===== config.mk =====
export PLATFORM = sky130hd
export DESIGN_NAME = decode_stage
export DESIGN_NICKNAME = d
export VERILOG_FILES = /design/src/source/decode_pkg.sv /design/src/source/id_ctrl_if.sv /design/src/source/base_decoder.sv /design/src/source/muldiv_decoder.sv /design/src/source/decoder.sv /design/src/source/id_ex_pipe.sv /design/src/source/decode_stage.sv
export SDC_FILE = /design/constraint.sdc
export NUM_CORES = 1
export LEC_CHECK = 0
export BUFFER_PORTS_ARGS = -buffer_cell sky130_fd_sc_hd__clkbuf_2
export CAP_MARGIN = 20
export CELL_PAD_IN_SITES_DETAIL_PLACEMENT = 1
export CELL_PAD_IN_SITES_GLOBAL_PLACEMENT = 1
export CORE_ASPECT_RATIO = 0.9
export CORE_MARGIN = 2
export CORE_UTILIZATION = 35
export CTS_CLUSTER_SIZE = 20
export DETAILED_ROUTE_END_ITERATION = 7
export PLACE_DENSITY = 0.77
export SYNTH_ARGS = -nofsm -noshare
export SYNTH_HDL_FRONTEND = slang
export SYNTH_SLANG_ARGS = --single-unit

===== constraint.sdc =====
create_clock -name clk -period 3.2 [get_ports clk]
set_input_delay 0.16 -clock clk [delete_from_list [all_inputs] [get_ports clk]]
set_output_delay 0.16 -clock clk [all_outputs]
set_load 0.02 [all_outputs]

===== src/source/decode_pkg.sv =====
////////////////////////////////////////
// Decode stage package
// Instruction types, control encodings and RV32 opcodes
////////////////////////////////////////

`default_nettype none

package decode_pkg;

  typedef logic [31:0] instr_t;      // Raw instruction word
  typedef logic [4:0]  reg_addr_t;   // Register file index
  typedef logic [3:0]  credit_cnt_t; // Execute queue credits
  typedef logic [1:0]  lsu_size_t;   // Memory access width

  // Access sizes, same code as funct3[1:0] of loads and stores
  localparam lsu_size_t LSU_BYTE = 2'b00;
  localparam lsu_size_t LSU_HALF = 2'b01;
  localparam lsu_size_t LSU_WORD = 2'b10;

  ////////////////////////////////////////
  // Control field encodings
  ////////////////////////////////////////

  typedef enum logic [3:0] {
    ALU_ADD, ALU_SUB, ALU_AND, ALU_OR,
    ALU_XOR, ALU_SLL, ALU_SRL, ALU_SRA,
    ALU_SLT, ALU_SLTU,
    ALU_EQ, ALU_NE, ALU_LT, ALU_GE, ALU_LTU, ALU_GEU // Branch compares
  } alu_op_e;

  typedef enum logic [1:0] {
    OP_A_REG,  // rs1
    OP_A_PC,   // Current pc
    OP_A_ZERO  // Constant zero, for LUI
  } op_a_sel_e;

  typedef enum logic {
    OP_B_REG,
    OP_B_IMM
  } op_b_sel_e;

  typedef enum logic [2:0] {
    IMM_I, IMM_S, IMM_B, IMM_U, IMM_J
  } imm_sel_e;

  // Order follows funct3 of the M extension
  typedef enum logic [2:0] {
    MD_MUL, MD_MULH, MD_MULHSU, MD_MULHU,
    MD_DIV, MD_DIVU, MD_REM, MD_REMU
  } muldiv_op_e;

  typedef enum logic [2:0] {
    SYS_NONE, SYS_ECALL, SYS_EBREAK, SYS_MRET, SYS_WFI, SYS_FENCEI
  } sys_op_e;

  ////////////////////////////////////////
  // Major opcodes
  ////////////////////////////////////////

  localparam logic [6:0] OPC_LUI      = 7'b0110111;
  localparam logic [6:0] OPC_AUIPC    = 7'b0010111;
  localparam logic [6:0] OPC_JAL      = 7'b1101111;
  localparam logic [6:0] OPC_JALR     = 7'b1100111;
  localparam logic [6:0] OPC_BRANCH   = 7'b1100011;
  localparam logic [6:0] OPC_LOAD     = 7'b0000011;
  localparam logic [6:0] OPC_STORE    = 7'b0100011;
  localparam logic [6:0] OPC_OP_IMM   = 7'b0010011;
  localparam logic [6:0] OPC_OP       = 7'b0110011; // Shared by RV32I and RV32M
  localparam logic [6:0] OPC_MISC_MEM = 7'b0001111; // FENCE, FENCE.I
  localparam logic [6:0] OPC_SYSTEM   = 7'b1110011;

endpackage

`default_nettype wire


===== src/source/id_ctrl_if.sv =====
////////////////////////////////////////
// Decoded control bundle
////////////////////////////////////////

`default_nettype none

interface id_ctrl_if;
  import decode_pkg::*;

  logic       illegal;   // No decoder recognised the word
  logic       alu_en;
  alu_op_e    alu_op;
  op_a_sel_e  op_a_sel;
  op_b_sel_e  op_b_sel;
  imm_sel_e   imm_sel;
  logic       muldiv_en;
  muldiv_op_e muldiv_op;
  logic       lsu_en;
  logic       lsu_we;    // Store when set
  lsu_size_t  lsu_size;
  logic       lsu_sext;  // Sign extend load data
  logic       rf_we;
  sys_op_e    sys_op;

  modport src (output illegal, alu_en, alu_op, op_a_sel, op_b_sel, imm_sel,
               muldiv_en, muldiv_op, lsu_en, lsu_we, lsu_size, lsu_sext, rf_we, sys_op);
  modport snk (input  illegal, alu_en, alu_op, op_a_sel, op_b_sel, imm_sel,
               muldiv_en, muldiv_op, lsu_en, lsu_we, lsu_size, lsu_sext, rf_we, sys_op);

endinterface

`default_nettype wire


===== src/source/base_decoder.sv =====
////////////////////////////////////////
// RV32I base decoder
// Maps opcode, funct3 and funct7 to control fields
////////////////////////////////////////

`default_nettype none

module base_decoder (
  input  decode_pkg::instr_t instr_i,
  id_ctrl_if.src             ctrl
);
  import decode_pkg::*;

  logic [6:0] opcode;
  logic [2:0] funct3;
  logic [6:0] funct7;
  logic       illegal;

  assign opcode = instr_i[6:0];
  assign funct3 = instr_i[14:12];
  assign funct7 = instr_i[31:25];

  always_comb begin
    illegal        = 1'b0;
    ctrl.alu_en    = 1'b0;
    ctrl.alu_op    = ALU_ADD;
    ctrl.op_a_sel  = OP_A_REG;
    ctrl.op_b_sel  = OP_B_REG;
    ctrl.imm_sel   = IMM_I;
    ctrl.muldiv_en = 1'b0;   // M extension lives in its own decoder
    ctrl.muldiv_op = MD_MUL;
    ctrl.lsu_en    = 1'b0;
    ctrl.lsu_we    = 1'b0;
    ctrl.lsu_size  = LSU_WORD;
    ctrl.lsu_sext  = 1'b0;
    ctrl.rf_we     = 1'b0;
    ctrl.sys_op    = SYS_NONE;

    case (opcode)
      OPC_LUI, OPC_AUIPC: begin
        ctrl.alu_en   = 1'b1;
        ctrl.op_a_sel = (opcode == OPC_LUI) ? OP_A_ZERO : OP_A_PC;
        ctrl.op_b_sel = OP_B_IMM;
        ctrl.imm_sel  = IMM_U;
        ctrl.rf_we    = 1'b1;
      end
      OPC_JAL, OPC_JALR: begin         // ALU forms pc + offset
        ctrl.alu_en   = 1'b1;
        ctrl.op_a_sel = OP_A_PC;
        ctrl.op_b_sel = OP_B_IMM;
        ctrl.imm_sel  = (opcode == OPC_JAL) ? IMM_J : IMM_I;
        ctrl.rf_we    = 1'b1;          // Link register
        if (opcode == OPC_JALR && funct3 != 3'b000) illegal = 1'b1;
      end
      OPC_BRANCH: begin
        ctrl.alu_en  = 1'b1;
        ctrl.imm_sel = IMM_B;
        case (funct3)
          3'b000:  ctrl.alu_op = ALU_EQ;
          3'b001:  ctrl.alu_op = ALU_NE;
          3'b100:  ctrl.alu_op = ALU_LT;
          3'b101:  ctrl.alu_op = ALU_GE;
          3'b110:  ctrl.alu_op = ALU_LTU;
          3'b111:  ctrl.alu_op = ALU_GEU;
          default: illegal = 1'b1;
        endcase
      end
      OPC_LOAD, OPC_STORE: begin
        ctrl.lsu_en   = 1'b1;
        ctrl.lsu_we   = (opcode == OPC_STORE);
        ctrl.rf_we    = (opcode == OPC_LOAD);
        ctrl.op_b_sel = OP_B_IMM;
        ctrl.imm_sel  = (opcode == OPC_STORE) ? IMM_S : IMM_I;
        ctrl.lsu_sext = (opcode == OPC_LOAD) && !funct3[2]; // LB, LH
        case (funct3[1:0])
          2'b00:   ctrl.lsu_size = LSU_BYTE;
          2'b01:   ctrl.lsu_size = LSU_HALF;
          2'b10:   ctrl.lsu_size = LSU_WORD;
          default: illegal = 1'b1;
        endcase
        // Unsigned variants exist for loads below word size only
        if (funct3[2] && (opcode == OPC_STORE || funct3[1])) illegal = 1'b1;
      end
      OPC_OP_IMM, OPC_OP: begin
        ctrl.alu_en   = 1'b1;
        ctrl.rf_we    = 1'b1;
        ctrl.op_b_sel = (opcode == OPC_OP_IMM) ? OP_B_IMM : OP_B_REG;
        case (funct3)
          3'b000:  ctrl.alu_op = (opcode == OPC_OP && funct7[5]) ? ALU_SUB : ALU_ADD;
          3'b001:  ctrl.alu_op = ALU_SLL;
          3'b010:  ctrl.alu_op = ALU_SLT;
          3'b011:  ctrl.alu_op = ALU_SLTU;
          3'b100:  ctrl.alu_op = ALU_XOR;
          3'b101:  ctrl.alu_op = funct7[5] ? ALU_SRA : ALU_SRL;
          3'b110:  ctrl.alu_op = ALU_OR;
          default: ctrl.alu_op = ALU_AND;
        endcase
        // funct7 matters for shifts and every OP; only bit 30 may be set
        if ((opcode == OPC_OP || funct3[1:0] == 2'b01) &&
            (funct7 & 7'b1011111) != 7'b0000000) illegal = 1'b1;
        // Bit 30 only selects SUB and SRA
        if ((opcode == OPC_OP || funct3[1:0] == 2'b01) && funct7[5] &&
            funct3 != 3'b101 && !(opcode == OPC_OP && funct3 == 3'b000))
          illegal = 1'b1;
      end
      OPC_MISC_MEM: begin
        if (funct3 == 3'b001) ctrl.sys_op = SYS_FENCEI;
        else if (funct3 != 3'b000) illegal = 1'b1; // Plain FENCE is a no-op
      end
      OPC_SYSTEM: begin
        if ({instr_i[19:15], funct3, instr_i[11:7]} != 13'd0) begin
          illegal = 1'b1;              // CSR access not supported
        end else begin
          case (instr_i[31:20])
            12'h000: ctrl.sys_op = SYS_ECALL;
            12'h001: ctrl.sys_op = SYS_EBREAK;
            12'h302: ctrl.sys_op = SYS_MRET;
            12'h105: ctrl.sys_op = SYS_WFI;
            default: illegal = 1'b1;
          endcase
        end
      end
      default: illegal = 1'b1;
    endcase

    // Nothing may fire for an unrecognised word
    if (illegal) begin
      ctrl.alu_en = 1'b0;
      ctrl.lsu_en = 1'b0;
      ctrl.lsu_we = 1'b0;
      ctrl.rf_we  = 1'b0;
      ctrl.sys_op = SYS_NONE;
    end
    ctrl.illegal = illegal;
  end

endmodule

`default_nettype wire


===== src/source/muldiv_decoder.sv =====
////////////////////////////////////////
// RV32M multiply and divide decoder
////////////////////////////////////////

`default_nettype none

module muldiv_decoder (
  input  decode_pkg::instr_t instr_i,
  id_ctrl_if.src             ctrl
);
  import decode_pkg::*;

  logic match;

  assign match = (instr_i[6:0] == OPC_OP) && (instr_i[31:25] == 7'b0000001);

  always_comb begin
    ctrl.illegal   = !match;
    ctrl.alu_en    = 1'b0;
    ctrl.alu_op    = ALU_ADD;
    ctrl.op_a_sel  = OP_A_REG;
    ctrl.op_b_sel  = OP_B_REG;
    ctrl.imm_sel   = IMM_I;
    ctrl.muldiv_en = match;
    ctrl.muldiv_op = muldiv_op_e'(instr_i[14:12]); // funct3 is the op code
    ctrl.lsu_en    = 1'b0;
    ctrl.lsu_we    = 1'b0;
    ctrl.lsu_size  = LSU_WORD;
    ctrl.lsu_sext  = 1'b0;
    ctrl.rf_we     = match;
    ctrl.sys_op    = SYS_NONE;
  end

endmodule

`default_nettype wire


===== src/source/decoder.sv =====
////////////////////////////////////////
// Instruction decoder
// Priority merge of sub-decoders, illegal and kill handling
////////////////////////////////////////

`default_nettype none

module decoder #(
  parameter bit M_EXT = 1'b1
) (
  input  decode_pkg::instr_t instr_i,
  input  logic               illegal_c_insn_i, // Bad compressed encoding from fetch
  input  logic               kill_i,           // Exception already taken in fetch
  id_ctrl_if.src             ctrl
);
  import decode_pkg::*;

  logic md_hit;  // M decoder wins
  logic hit;     // Some decoder matched
  logic live;    // Enables survive

  id_ctrl_if base_ctrl ();
  id_ctrl_if md_ctrl ();

  base_decoder base_decoder_i (.instr_i(instr_i), .ctrl(base_ctrl.src));

  if (M_EXT) begin : g_muldiv
    muldiv_decoder muldiv_decoder_i (.instr_i(instr_i), .ctrl(md_ctrl.src));
  end else begin : g_no_muldiv
    // Looks like a decoder that never matches
    assign md_ctrl.illegal   = 1'b1;
    assign md_ctrl.alu_en    = 1'b0;
    assign md_ctrl.alu_op    = ALU_ADD;
    assign md_ctrl.op_a_sel  = OP_A_REG;
    assign md_ctrl.op_b_sel  = OP_B_REG;
    assign md_ctrl.imm_sel   = IMM_I;
    assign md_ctrl.muldiv_en = 1'b0;
    assign md_ctrl.muldiv_op = MD_MUL;
    assign md_ctrl.lsu_en    = 1'b0;
    assign md_ctrl.lsu_we    = 1'b0;
    assign md_ctrl.lsu_size  = LSU_WORD;
    assign md_ctrl.lsu_sext  = 1'b0;
    assign md_ctrl.rf_we     = 1'b0;
    assign md_ctrl.sys_op    = SYS_NONE;
  end

  assign md_hit = !illegal_c_insn_i && !md_ctrl.illegal;
  assign hit    = md_hit || (!illegal_c_insn_i && !base_ctrl.illegal);
  assign live   = hit && !kill_i;

  ////////////////////////////////////////
  // Merge, no match gives the idle field values
  ////////////////////////////////////////

  assign ctrl.illegal   = !hit && !kill_i; // Kill hides illegal too
  assign ctrl.alu_en    = live && (md_hit ? md_ctrl.alu_en    : base_ctrl.alu_en);
  assign ctrl.muldiv_en = live && (md_hit ? md_ctrl.muldiv_en : base_ctrl.muldiv_en);
  assign ctrl.lsu_en    = live && (md_hit ? md_ctrl.lsu_en    : base_ctrl.lsu_en);
  assign ctrl.lsu_we    = live && (md_hit ? md_ctrl.lsu_we    : base_ctrl.lsu_we);
  assign ctrl.rf_we     = live && (md_hit ? md_ctrl.rf_we     : base_ctrl.rf_we);
  assign ctrl.sys_op    = !live ? SYS_NONE : (md_hit ? md_ctrl.sys_op : base_ctrl.sys_op);

  // Operand and size fields ignore kill
  assign ctrl.alu_op    = !hit ? ALU_ADD  : (md_hit ? md_ctrl.alu_op    : base_ctrl.alu_op);
  assign ctrl.op_a_sel  = !hit ? OP_A_REG : (md_hit ? md_ctrl.op_a_sel  : base_ctrl.op_a_sel);
  assign ctrl.op_b_sel  = !hit ? OP_B_REG : (md_hit ? md_ctrl.op_b_sel  : base_ctrl.op_b_sel);
  assign ctrl.imm_sel   = !hit ? IMM_I    : (md_hit ? md_ctrl.imm_sel   : base_ctrl.imm_sel);
  assign ctrl.muldiv_op = !hit ? MD_MUL   : (md_hit ? md_ctrl.muldiv_op : base_ctrl.muldiv_op);
  assign ctrl.lsu_size  = !hit ? LSU_WORD : (md_hit ? md_ctrl.lsu_size  : base_ctrl.lsu_size);
  assign ctrl.lsu_sext  = hit && (md_hit ? md_ctrl.lsu_sext : base_ctrl.lsu_sext);

endmodule

`default_nettype wire


===== src/source/id_ex_pipe.sv =====
////////////////////////////////////////
// ID to EX register
// Credit counter gates fetch against the execute queue
////////////////////////////////////////

`default_nettype none

module id_ex_pipe #(
  parameter int EX_CREDITS = 4   // Execute queue depth, 1 to 15
) (
  input  logic                   clk,
  input  logic                   rst_i,
  input  logic                   instr_valid_i,
  output logic                   instr_ready_o,
  input  decode_pkg::reg_addr_t  rs1_i,
  input  decode_pkg::reg_addr_t  rs2_i,
  input  decode_pkg::reg_addr_t  rd_i,
  id_ctrl_if.snk                 ctrl,
  input  logic                   credit_return_i, // One pulse per freed slot
  output logic                   ex_valid_o,
  output decode_pkg::reg_addr_t  ex_rs1_o,
  output decode_pkg::reg_addr_t  ex_rs2_o,
  output decode_pkg::reg_addr_t  ex_rd_o,
  output logic                   ex_illegal_o,
  output logic                   ex_alu_en_o,
  output decode_pkg::alu_op_e    ex_alu_op_o,
  output decode_pkg::op_a_sel_e  ex_op_a_sel_o,
  output decode_pkg::op_b_sel_e  ex_op_b_sel_o,
  output decode_pkg::imm_sel_e   ex_imm_sel_o,
  output logic                   ex_muldiv_en_o,
  output decode_pkg::muldiv_op_e ex_muldiv_op_o,
  output logic                   ex_lsu_en_o,
  output logic                   ex_lsu_we_o,
  output decode_pkg::lsu_size_t  ex_lsu_size_o,
  output logic                   ex_lsu_sext_o,
  output logic                   ex_rf_we_o,
  output decode_pkg::sys_op_e    ex_sys_op_o
);
  import decode_pkg::*;

  credit_cnt_t credit_cnt;  // Free slots in execute
  logic        accept;

  assign instr_ready_o = (credit_cnt != '0);
  assign accept        = instr_valid_i && instr_ready_o;

  always_ff @(posedge clk) begin
    if (rst_i) begin
      credit_cnt <= credit_cnt_t'(EX_CREDITS);
    end else if (accept && !credit_return_i) begin
      credit_cnt <= credit_cnt - credit_cnt_t'(1);  // Slot taken
    end else if (!accept && credit_return_i) begin
      credit_cnt <= credit_cnt + credit_cnt_t'(1);  // Slot freed
    end
  end

  always_ff @(posedge clk) begin
    if (rst_i) ex_valid_o <= 1'b0;
    else       ex_valid_o <= accept; // One cycle per accept
  end

  // Payload, qualified by ex_valid_o
  always_ff @(posedge clk) begin
    if (accept) begin
      ex_rs1_o       <= rs1_i;
      ex_rs2_o       <= rs2_i;
      ex_rd_o        <= rd_i;
      ex_illegal_o   <= ctrl.illegal;
      ex_alu_en_o    <= ctrl.alu_en;
      ex_alu_op_o    <= ctrl.alu_op;
      ex_op_a_sel_o  <= ctrl.op_a_sel;
      ex_op_b_sel_o  <= ctrl.op_b_sel;
      ex_imm_sel_o   <= ctrl.imm_sel;
      ex_muldiv_en_o <= ctrl.muldiv_en;
      ex_muldiv_op_o <= ctrl.muldiv_op;
      ex_lsu_en_o    <= ctrl.lsu_en;
      ex_lsu_we_o    <= ctrl.lsu_we;
      ex_lsu_size_o  <= ctrl.lsu_size;
      ex_lsu_sext_o  <= ctrl.lsu_sext;
      ex_rf_we_o     <= ctrl.rf_we;
      ex_sys_op_o    <= ctrl.sys_op;
    end
  end

endmodule

`default_nettype wire


===== src/source/decode_stage.sv =====
////////////////////////////////////////
// Decode stage top
// Decoder followed by the credited ID/EX register
////////////////////////////////////////

`default_nettype none

module decode_stage #(
  parameter bit M_EXT      = 1'b1,
  parameter int EX_CREDITS = 4
) (
  input  logic                   clk,
  input  logic                   rst_i,
  // Fetch side
  input  logic                   instr_valid_i,
  input  decode_pkg::instr_t     instr_i,
  input  logic                   illegal_c_insn_i,
  input  logic                   kill_i,
  output logic                   instr_ready_o,
  // Execute side
  input  logic                   credit_return_i,
  output logic                   ex_valid_o,
  output decode_pkg::reg_addr_t  ex_rs1_o,
  output decode_pkg::reg_addr_t  ex_rs2_o,
  output decode_pkg::reg_addr_t  ex_rd_o,
  output logic                   ex_illegal_o,
  output logic                   ex_alu_en_o,
  output decode_pkg::alu_op_e    ex_alu_op_o,
  output decode_pkg::op_a_sel_e  ex_op_a_sel_o,
  output decode_pkg::op_b_sel_e  ex_op_b_sel_o,
  output decode_pkg::imm_sel_e   ex_imm_sel_o,
  output logic                   ex_muldiv_en_o,
  output decode_pkg::muldiv_op_e ex_muldiv_op_o,
  output logic                   ex_lsu_en_o,
  output logic                   ex_lsu_we_o,
  output decode_pkg::lsu_size_t  ex_lsu_size_o,
  output logic                   ex_lsu_sext_o,
  output logic                   ex_rf_we_o,
  output decode_pkg::sys_op_e    ex_sys_op_o
);

  id_ctrl_if id_ctrl ();  // Merged decode result

  decoder #(
    .M_EXT (M_EXT)
  ) decoder_i (
    .instr_i          (instr_i),
    .illegal_c_insn_i (illegal_c_insn_i),
    .kill_i           (kill_i),
    .ctrl             (id_ctrl.src)
  );

  // Register indices come straight from the word, ex_ ports match by name
  id_ex_pipe #(
    .EX_CREDITS (EX_CREDITS)
  ) id_ex_pipe_i (
    .rs1_i (instr_i[19:15]),
    .rs2_i (instr_i[24:20]),
    .rd_i  (instr_i[11:7]),
    .ctrl  (id_ctrl.snk),
    .*
  );

endmodule

`default_nettype wire


## Word-level counts from Yosys, hierarchy flattened

Cells that the tools add are included.

- Register bits: 45
- Input port bits: 38
- Logic and storage cells: 150

- Add/sub/neg operators: 2
- Eq/ne operators: 25
- Muxes and demuxes: 45
- Bitwise operators: 3
- Reductions and logical operators: 56

Operator list:

| operator | count |
|---|---|
| $eq A7 B7 Y1 const B | 4 |
| $mux W1 | 28 |
| $pmux W4 S7 | 1 |
| $pmux W3 S4 | 2 |
| $pmux W4 S6 | 1 |
| $logic_and A1 B1 Y1 | 23 |
| $eq A7 B6 Y1 const B | 3 |
| $reduce_or A6 Y1 | 3 |
| $eq A7 B5 Y1 const B | 2 |
| $reduce_bool A13 Y1 | 1 |
| $eq A12 B1 Y1 const B | 1 |
| $eq A12 B10 Y1 const B | 1 |
| $eq A12 B9 Y1 const B | 1 |
| $eq A3 B3 Y1 const B | 4 |
| $logic_not A12 Y1 | 1 |
| $reduce_or A2 Y1 | 5 |
| $mux W3 | 3 |
| $reduce_or A3 Y1 | 3 |
| $logic_not A1 Y1 | 8 |
| $mux W4 | 2 |
| $pmux W2 S2 | 2 |
| $pmux W4 S2 | 1 |
| $eq A7 B1 Y1 const B | 1 |
| $eq A7 B2 Y1 const B | 1 |
| other kinds (23) | 29 |

## Logic depth before layout (Yosys ltp)

- Word-level depth: 13
- Mapped depth: 9

## Cells and area by module

Synthesis repeated with hierarchy kept, for this count alone.

- Cells, all modules: 318
- Area, all modules: 3,060.4 um^2

Modules (own cells, without submodules):

| module | instances | cells an instance | area an instance (um^2) |
|---|---|---|---|
| id_ex_pipe | 1 | 72 | 1,517.7 |
| base_decoder | 1 | 130 | 745.7 |
| decoder | 1 | 85 | 561.8 |
| muldiv_decoder | 1 | 31 | 235.2 |

## Worst setup path before layout

OpenSTA, ideal clock, no wires.

- Kind: register to register
- Start point: reg id_ex_pipe_i.credit_cnt[3]
- End point: reg id_ex_pipe_i.credit_cnt[3]
- Arrival: 3.151 ns
- Required time: 3.130 ns
- Slack: -0.021 ns
- Cell stages (with the launch flop): 10
- Path through: dfxtp_1 > or4_1 > and2_1 > ha_1 > ha_1 > a21o_1 > a21oi_1 > xnor2_1 > or3_1 > a21oi_1

- Cells in the longest elaborated chain, start to end: 5
- Elaborated cells between the ends (all ways): 10

RTL lines:

| item | RTL line | RTL |
|---|---|---|
| from (decl) | id_ex_pipe.sv:41 | `credit_cnt_t credit_cnt;` |
| from (signal assigned) | id_ex_pipe.sv:49 | `credit_cnt <= credit_cnt_t'(EX_CREDITS);` |
| from (signal assigned) | id_ex_pipe.sv:51 | `credit_cnt <= credit_cnt - credit_cnt_t'(1);` |
| from (signal assigned) | id_ex_pipe.sv:53 | `credit_cnt <= credit_cnt + credit_cnt_t'(1);` |
| $reduce_bool A4 Y1 * | id_ex_pipe.sv:44 | `assign instr_ready_o = (credit_cnt != '0);` |
| net instr_ready_o | decode_stage.sv:19 | `output logic instr_ready_o,` |
| $logic_and A1 B1 Y1 * | id_ex_pipe.sv:45 | `assign accept = instr_valid_i && instr_ready_o;` |
| net id_ex_pipe_i.accept | id_ex_pipe.sv:42 | `logic accept;` |
| $logic_not A1 Y1 | id_ex_pipe.sv:52 | `end else if (!accept && credit_return_i) begin` |
| $logic_and A1 B1 Y1 | id_ex_pipe.sv:52 |  |
| $reduce_bool A2 Y1 (no line) | -- |  |

Mark *: on every way through the listed nets, which the timed path passes. The rest lies on a longest branch. The select of a mux whose other input is x is not followed.
A chain may end at the register's enable or synchronous reset.

## Worst setup path in the final report

- Start point: reg id_ex_pipe_i.credit_cnt[0]
- End point: reg id_ex_pipe_i.credit_cnt[3]

- Cells in the longest elaborated chain, start to end: 5
- Elaborated cells between the ends (all ways): 10

RTL lines:

| item | RTL line |
|---|---|
| $reduce_bool A4 Y1 * | id_ex_pipe.sv:44 |
| $logic_and A1 B1 Y1 * | id_ex_pipe.sv:45 |
| net id_ex_pipe_i.accept | id_ex_pipe.sv:42 |
| $logic_not A1 Y1 | id_ex_pipe.sv:52 |
| $logic_and A1 B1 Y1 | id_ex_pipe.sv:52 |
| $reduce_bool A2 Y1 (no line) | -- |

Marks and branches as above.

==> out/metrics.csv <==
metric,value,unit
hold_viol_final,0,
arrival,2770,ps
antenna_found_initial,0,
clk_path_buf_depth,2,
power.density,513,mW/mm^2
final_cell_mix,"79 x clkbuf_2, 40 x edfxtp_1, 19 x nor2_1",
cts_sinks,45,
diodes,0,
swShare,29.4,%
holdBufCountCts,0,
finalMaxSlewViolations,0,
r2r_cells,9,
slowest_delay,500,ps
ys_seq_elements,45,
wirelength,5610,um
irDropWorstVdd,0.000165,V
vias,1977,
rows,28,
start_kind,flop,
max-slew-margin-rel,55.2,%
hold-path-cell-count,1,
worstSetupPathDepth,9,
yosysWarningCount,0,
syn_nets,262,
final_cells,385,
grt_pass1_wl,9180,um
path_delay_family,simple AND/OR/NAND/NOR gates,
drc,0,
crit_buf_inv,0,
drv_cap,0,
die_w,91.9,um
fillers,792,
end_kind,flop,
power_frac_seq,49.3,%
async_flop_share,0,%
syn2layout_area_growth,22.1,%
firstDrtPassIters,4,
setup_violations,0,
fmax,393,MHz
num-nets-final,336,
io_buffers,79,
insertion_delay,290,ps
cpMaxStageDelayCell,or4_1,
vias_per_cell,5.14,
hold_slack,55.6,ps
p_leak,0.00112,uW
die_h,83.1,um
synth-seq-area-share,53.5,%
final_common_cell,clkbuf_2,
dieArea,0.00763,mm^2
required,3430,ps
rsz0062_at_grt,no,
p_comb_share,22.9,%
root_buffer,clkbuf_8,
cts_tree,yes,
outcome,"complete, no violations",
tns,0,ps
avgSynthCellArea,11.1,um^2
grt_overflow,0,
total_power,1520,uW
switchingPower,448,uW
cts_buffers,5,
synth_edf_count,40,
post_drt_wl_per_cell,14.6,um
place_congestion,0.870,
ys_types,53,
worst_pin_slew,665,ps
p_int,1080,uW
dp_cells,377,
core_area,0.00666,mm^2
synth_area,0.00243,mm^2
final.setup_skew,3.88,ps
worstPathMaxFanout,4,
start_util,36.5,%
ios,80,
dp_hpwl,4360,um
synth_cells,220,
drive_above_1_share,36.3,%
htree_levels,2,
ctsResizeCount,0,
grt_pass1_vias,1866,
crit_chain,"or4_1, and2_2, ha_1, ha_1, a21o_1, a21oi_1, xnor2_1, or3_1, a21oi_1",
finalCriticalPeriod,2540,ps
clkPwrFrac,27.7,%
postCtsSetupBuffers,0,
grt_util_all_layers,15.2,%
fin_crit_sh,79.4,%
min_path_type,primary input to flop,
ant_nets,0,
drtIter0Drc,66,
path_class,flop to flop,
clk_pin_slew,80,ps
synth-main-ff-cell,edfxtp_1,
grt_max_degree,42,
==> power by group through the flow <==
| stage | combinational (uW) | clock (uW) | sequential, uW |
|---|---|---|---|
| after floorplan | 154 | 0 | 841 |
| after global placement | 346 | 0 | 763 |
| after detailed placement | 354 | 0 | 767 |
| after CTS | 356 | 437 | 753 |
| after global routing | 387 | 464 | 759 |
| final | 349 | 423 | 752 |
==> cells in the mapped netlist, types with 3 or more instances <==
cell      instances  area, um^2
o21ai_0          10        50.1
dfxtp_1           5         100
a21oi_1          12        60.1
nor2b_1           6        37.5
and3_1            4        25.0
nand2b_1          3        18.8
and2_1            4        25.0
xor2_1            3        26.3
inv_1             5        18.8
buf_6             3        33.8
nand3_1           5        25.0
clkbuf_1          4        15.0
edfxtp_1         40        1200
or3_1             4        25.0
ha_1              3        37.5
nor3_1            9        45.0
nor3_2           10         100
nand4_1           3        18.8
nor2_1           19        71.3
nor4_1           12        75.1
nand2_1          12        45.0
buf_2             4        20.0
a211oi_1          3        22.5
==> worst reg2reg max path, cell delays in order (launching register included) <==
cell	delay, ps
dfxtp_1	360
or4_1	500
and2_2	220
ha_1	220
ha_1	310
a21o_1	180
a21oi_1	160
xnor2_1	90
or3_1	310
a21oi_1	140
==> cell type report <==
| type | instances | area [um^2] | share of cell area (%) |
|---|---|---|---|
| clock buffers | 6 | 72.6 | 2.44 |
| clock inverters | 2 | 38.8 | 1.31 |
| inverters | 5 | 18.8 | 0.632 |
| multi-input cells | 155 | 1010 | 34.0 |
| flip-flops and latches | 45 | 1300 | 43.8 |
| well taps | 90 | 113 | 3.79 |
| repair buffers | 82 | 418 | 14.1 |
==> logic make-up (layout without fill, tap and decap cells) <==
kind of cell    count (synthesis)  count (layout)  share of synthesized area [%]
buf+inv                        20              95                           5.09
simple gates                  108             108                           27.4
flops                          45              45                           53.5
compound gates                 38              38                           9.83
xor+xnor                        4               4                           1.44
fa+ha+maj                       4               4                           2.37
mux                             1               1                          0.412
==> per-stage QoR <==
step	worst slack [ps]	area [um^2]	util (%)
3_5_place_dp	678	2860	43.0
3_3_place_gp	762	2860	43.0
5_1_grt	513	2970	44.6
6_report	658	2970	44.6
4_1_cts	640	2970	44.6
2_1_floorplan	277	2430	-
==> flip-flops by register name, indices dropped and copies added, names as in the netlist, 3 cells and up <==
register                     cells
id_ex_pipe_i.credit_cnt          4
id_ex_pipe_i.ex_alu_op_o         4
id_ex_pipe_i.ex_imm_sel_o        3
id_ex_pipe_i.ex_muldiv_op_o      3
id_ex_pipe_i.ex_rd_o             5
id_ex_pipe_i.ex_rs1_o            5
id_ex_pipe_i.ex_rs2_o            5
id_ex_pipe_i.ex_sys_op_o         3
==> worst paths after layout <==
| kind | from | to | slack [ps] |
|---|---|---|---|
| min | instr_i[24] | id_ex_pipe_i.ex_rs2_o[4] | 60 |
| min reg2reg | id_ex_pipe_i.credit_cnt[3] | id_ex_pipe_i.credit_cnt[3] | 480 |
| max | id_ex_pipe_i.credit_cnt[0] | id_ex_pipe_i.credit_cnt[3] | 660 |
| max reg2reg | id_ex_pipe_i.credit_cnt[0] | id_ex_pipe_i.credit_cnt[3] | 660 |
==> routing by layer <==
layer  GRT usage, %  vias to the layer above  wire length (um)
li1               -                      982                 -
met1           21.1                      928              2670
met2           23.4                       65              2550
met3           4.17                        2               361
met4           4.07                        0                36
met5              0                        -                 0
(Power assumes the default switching activity.)
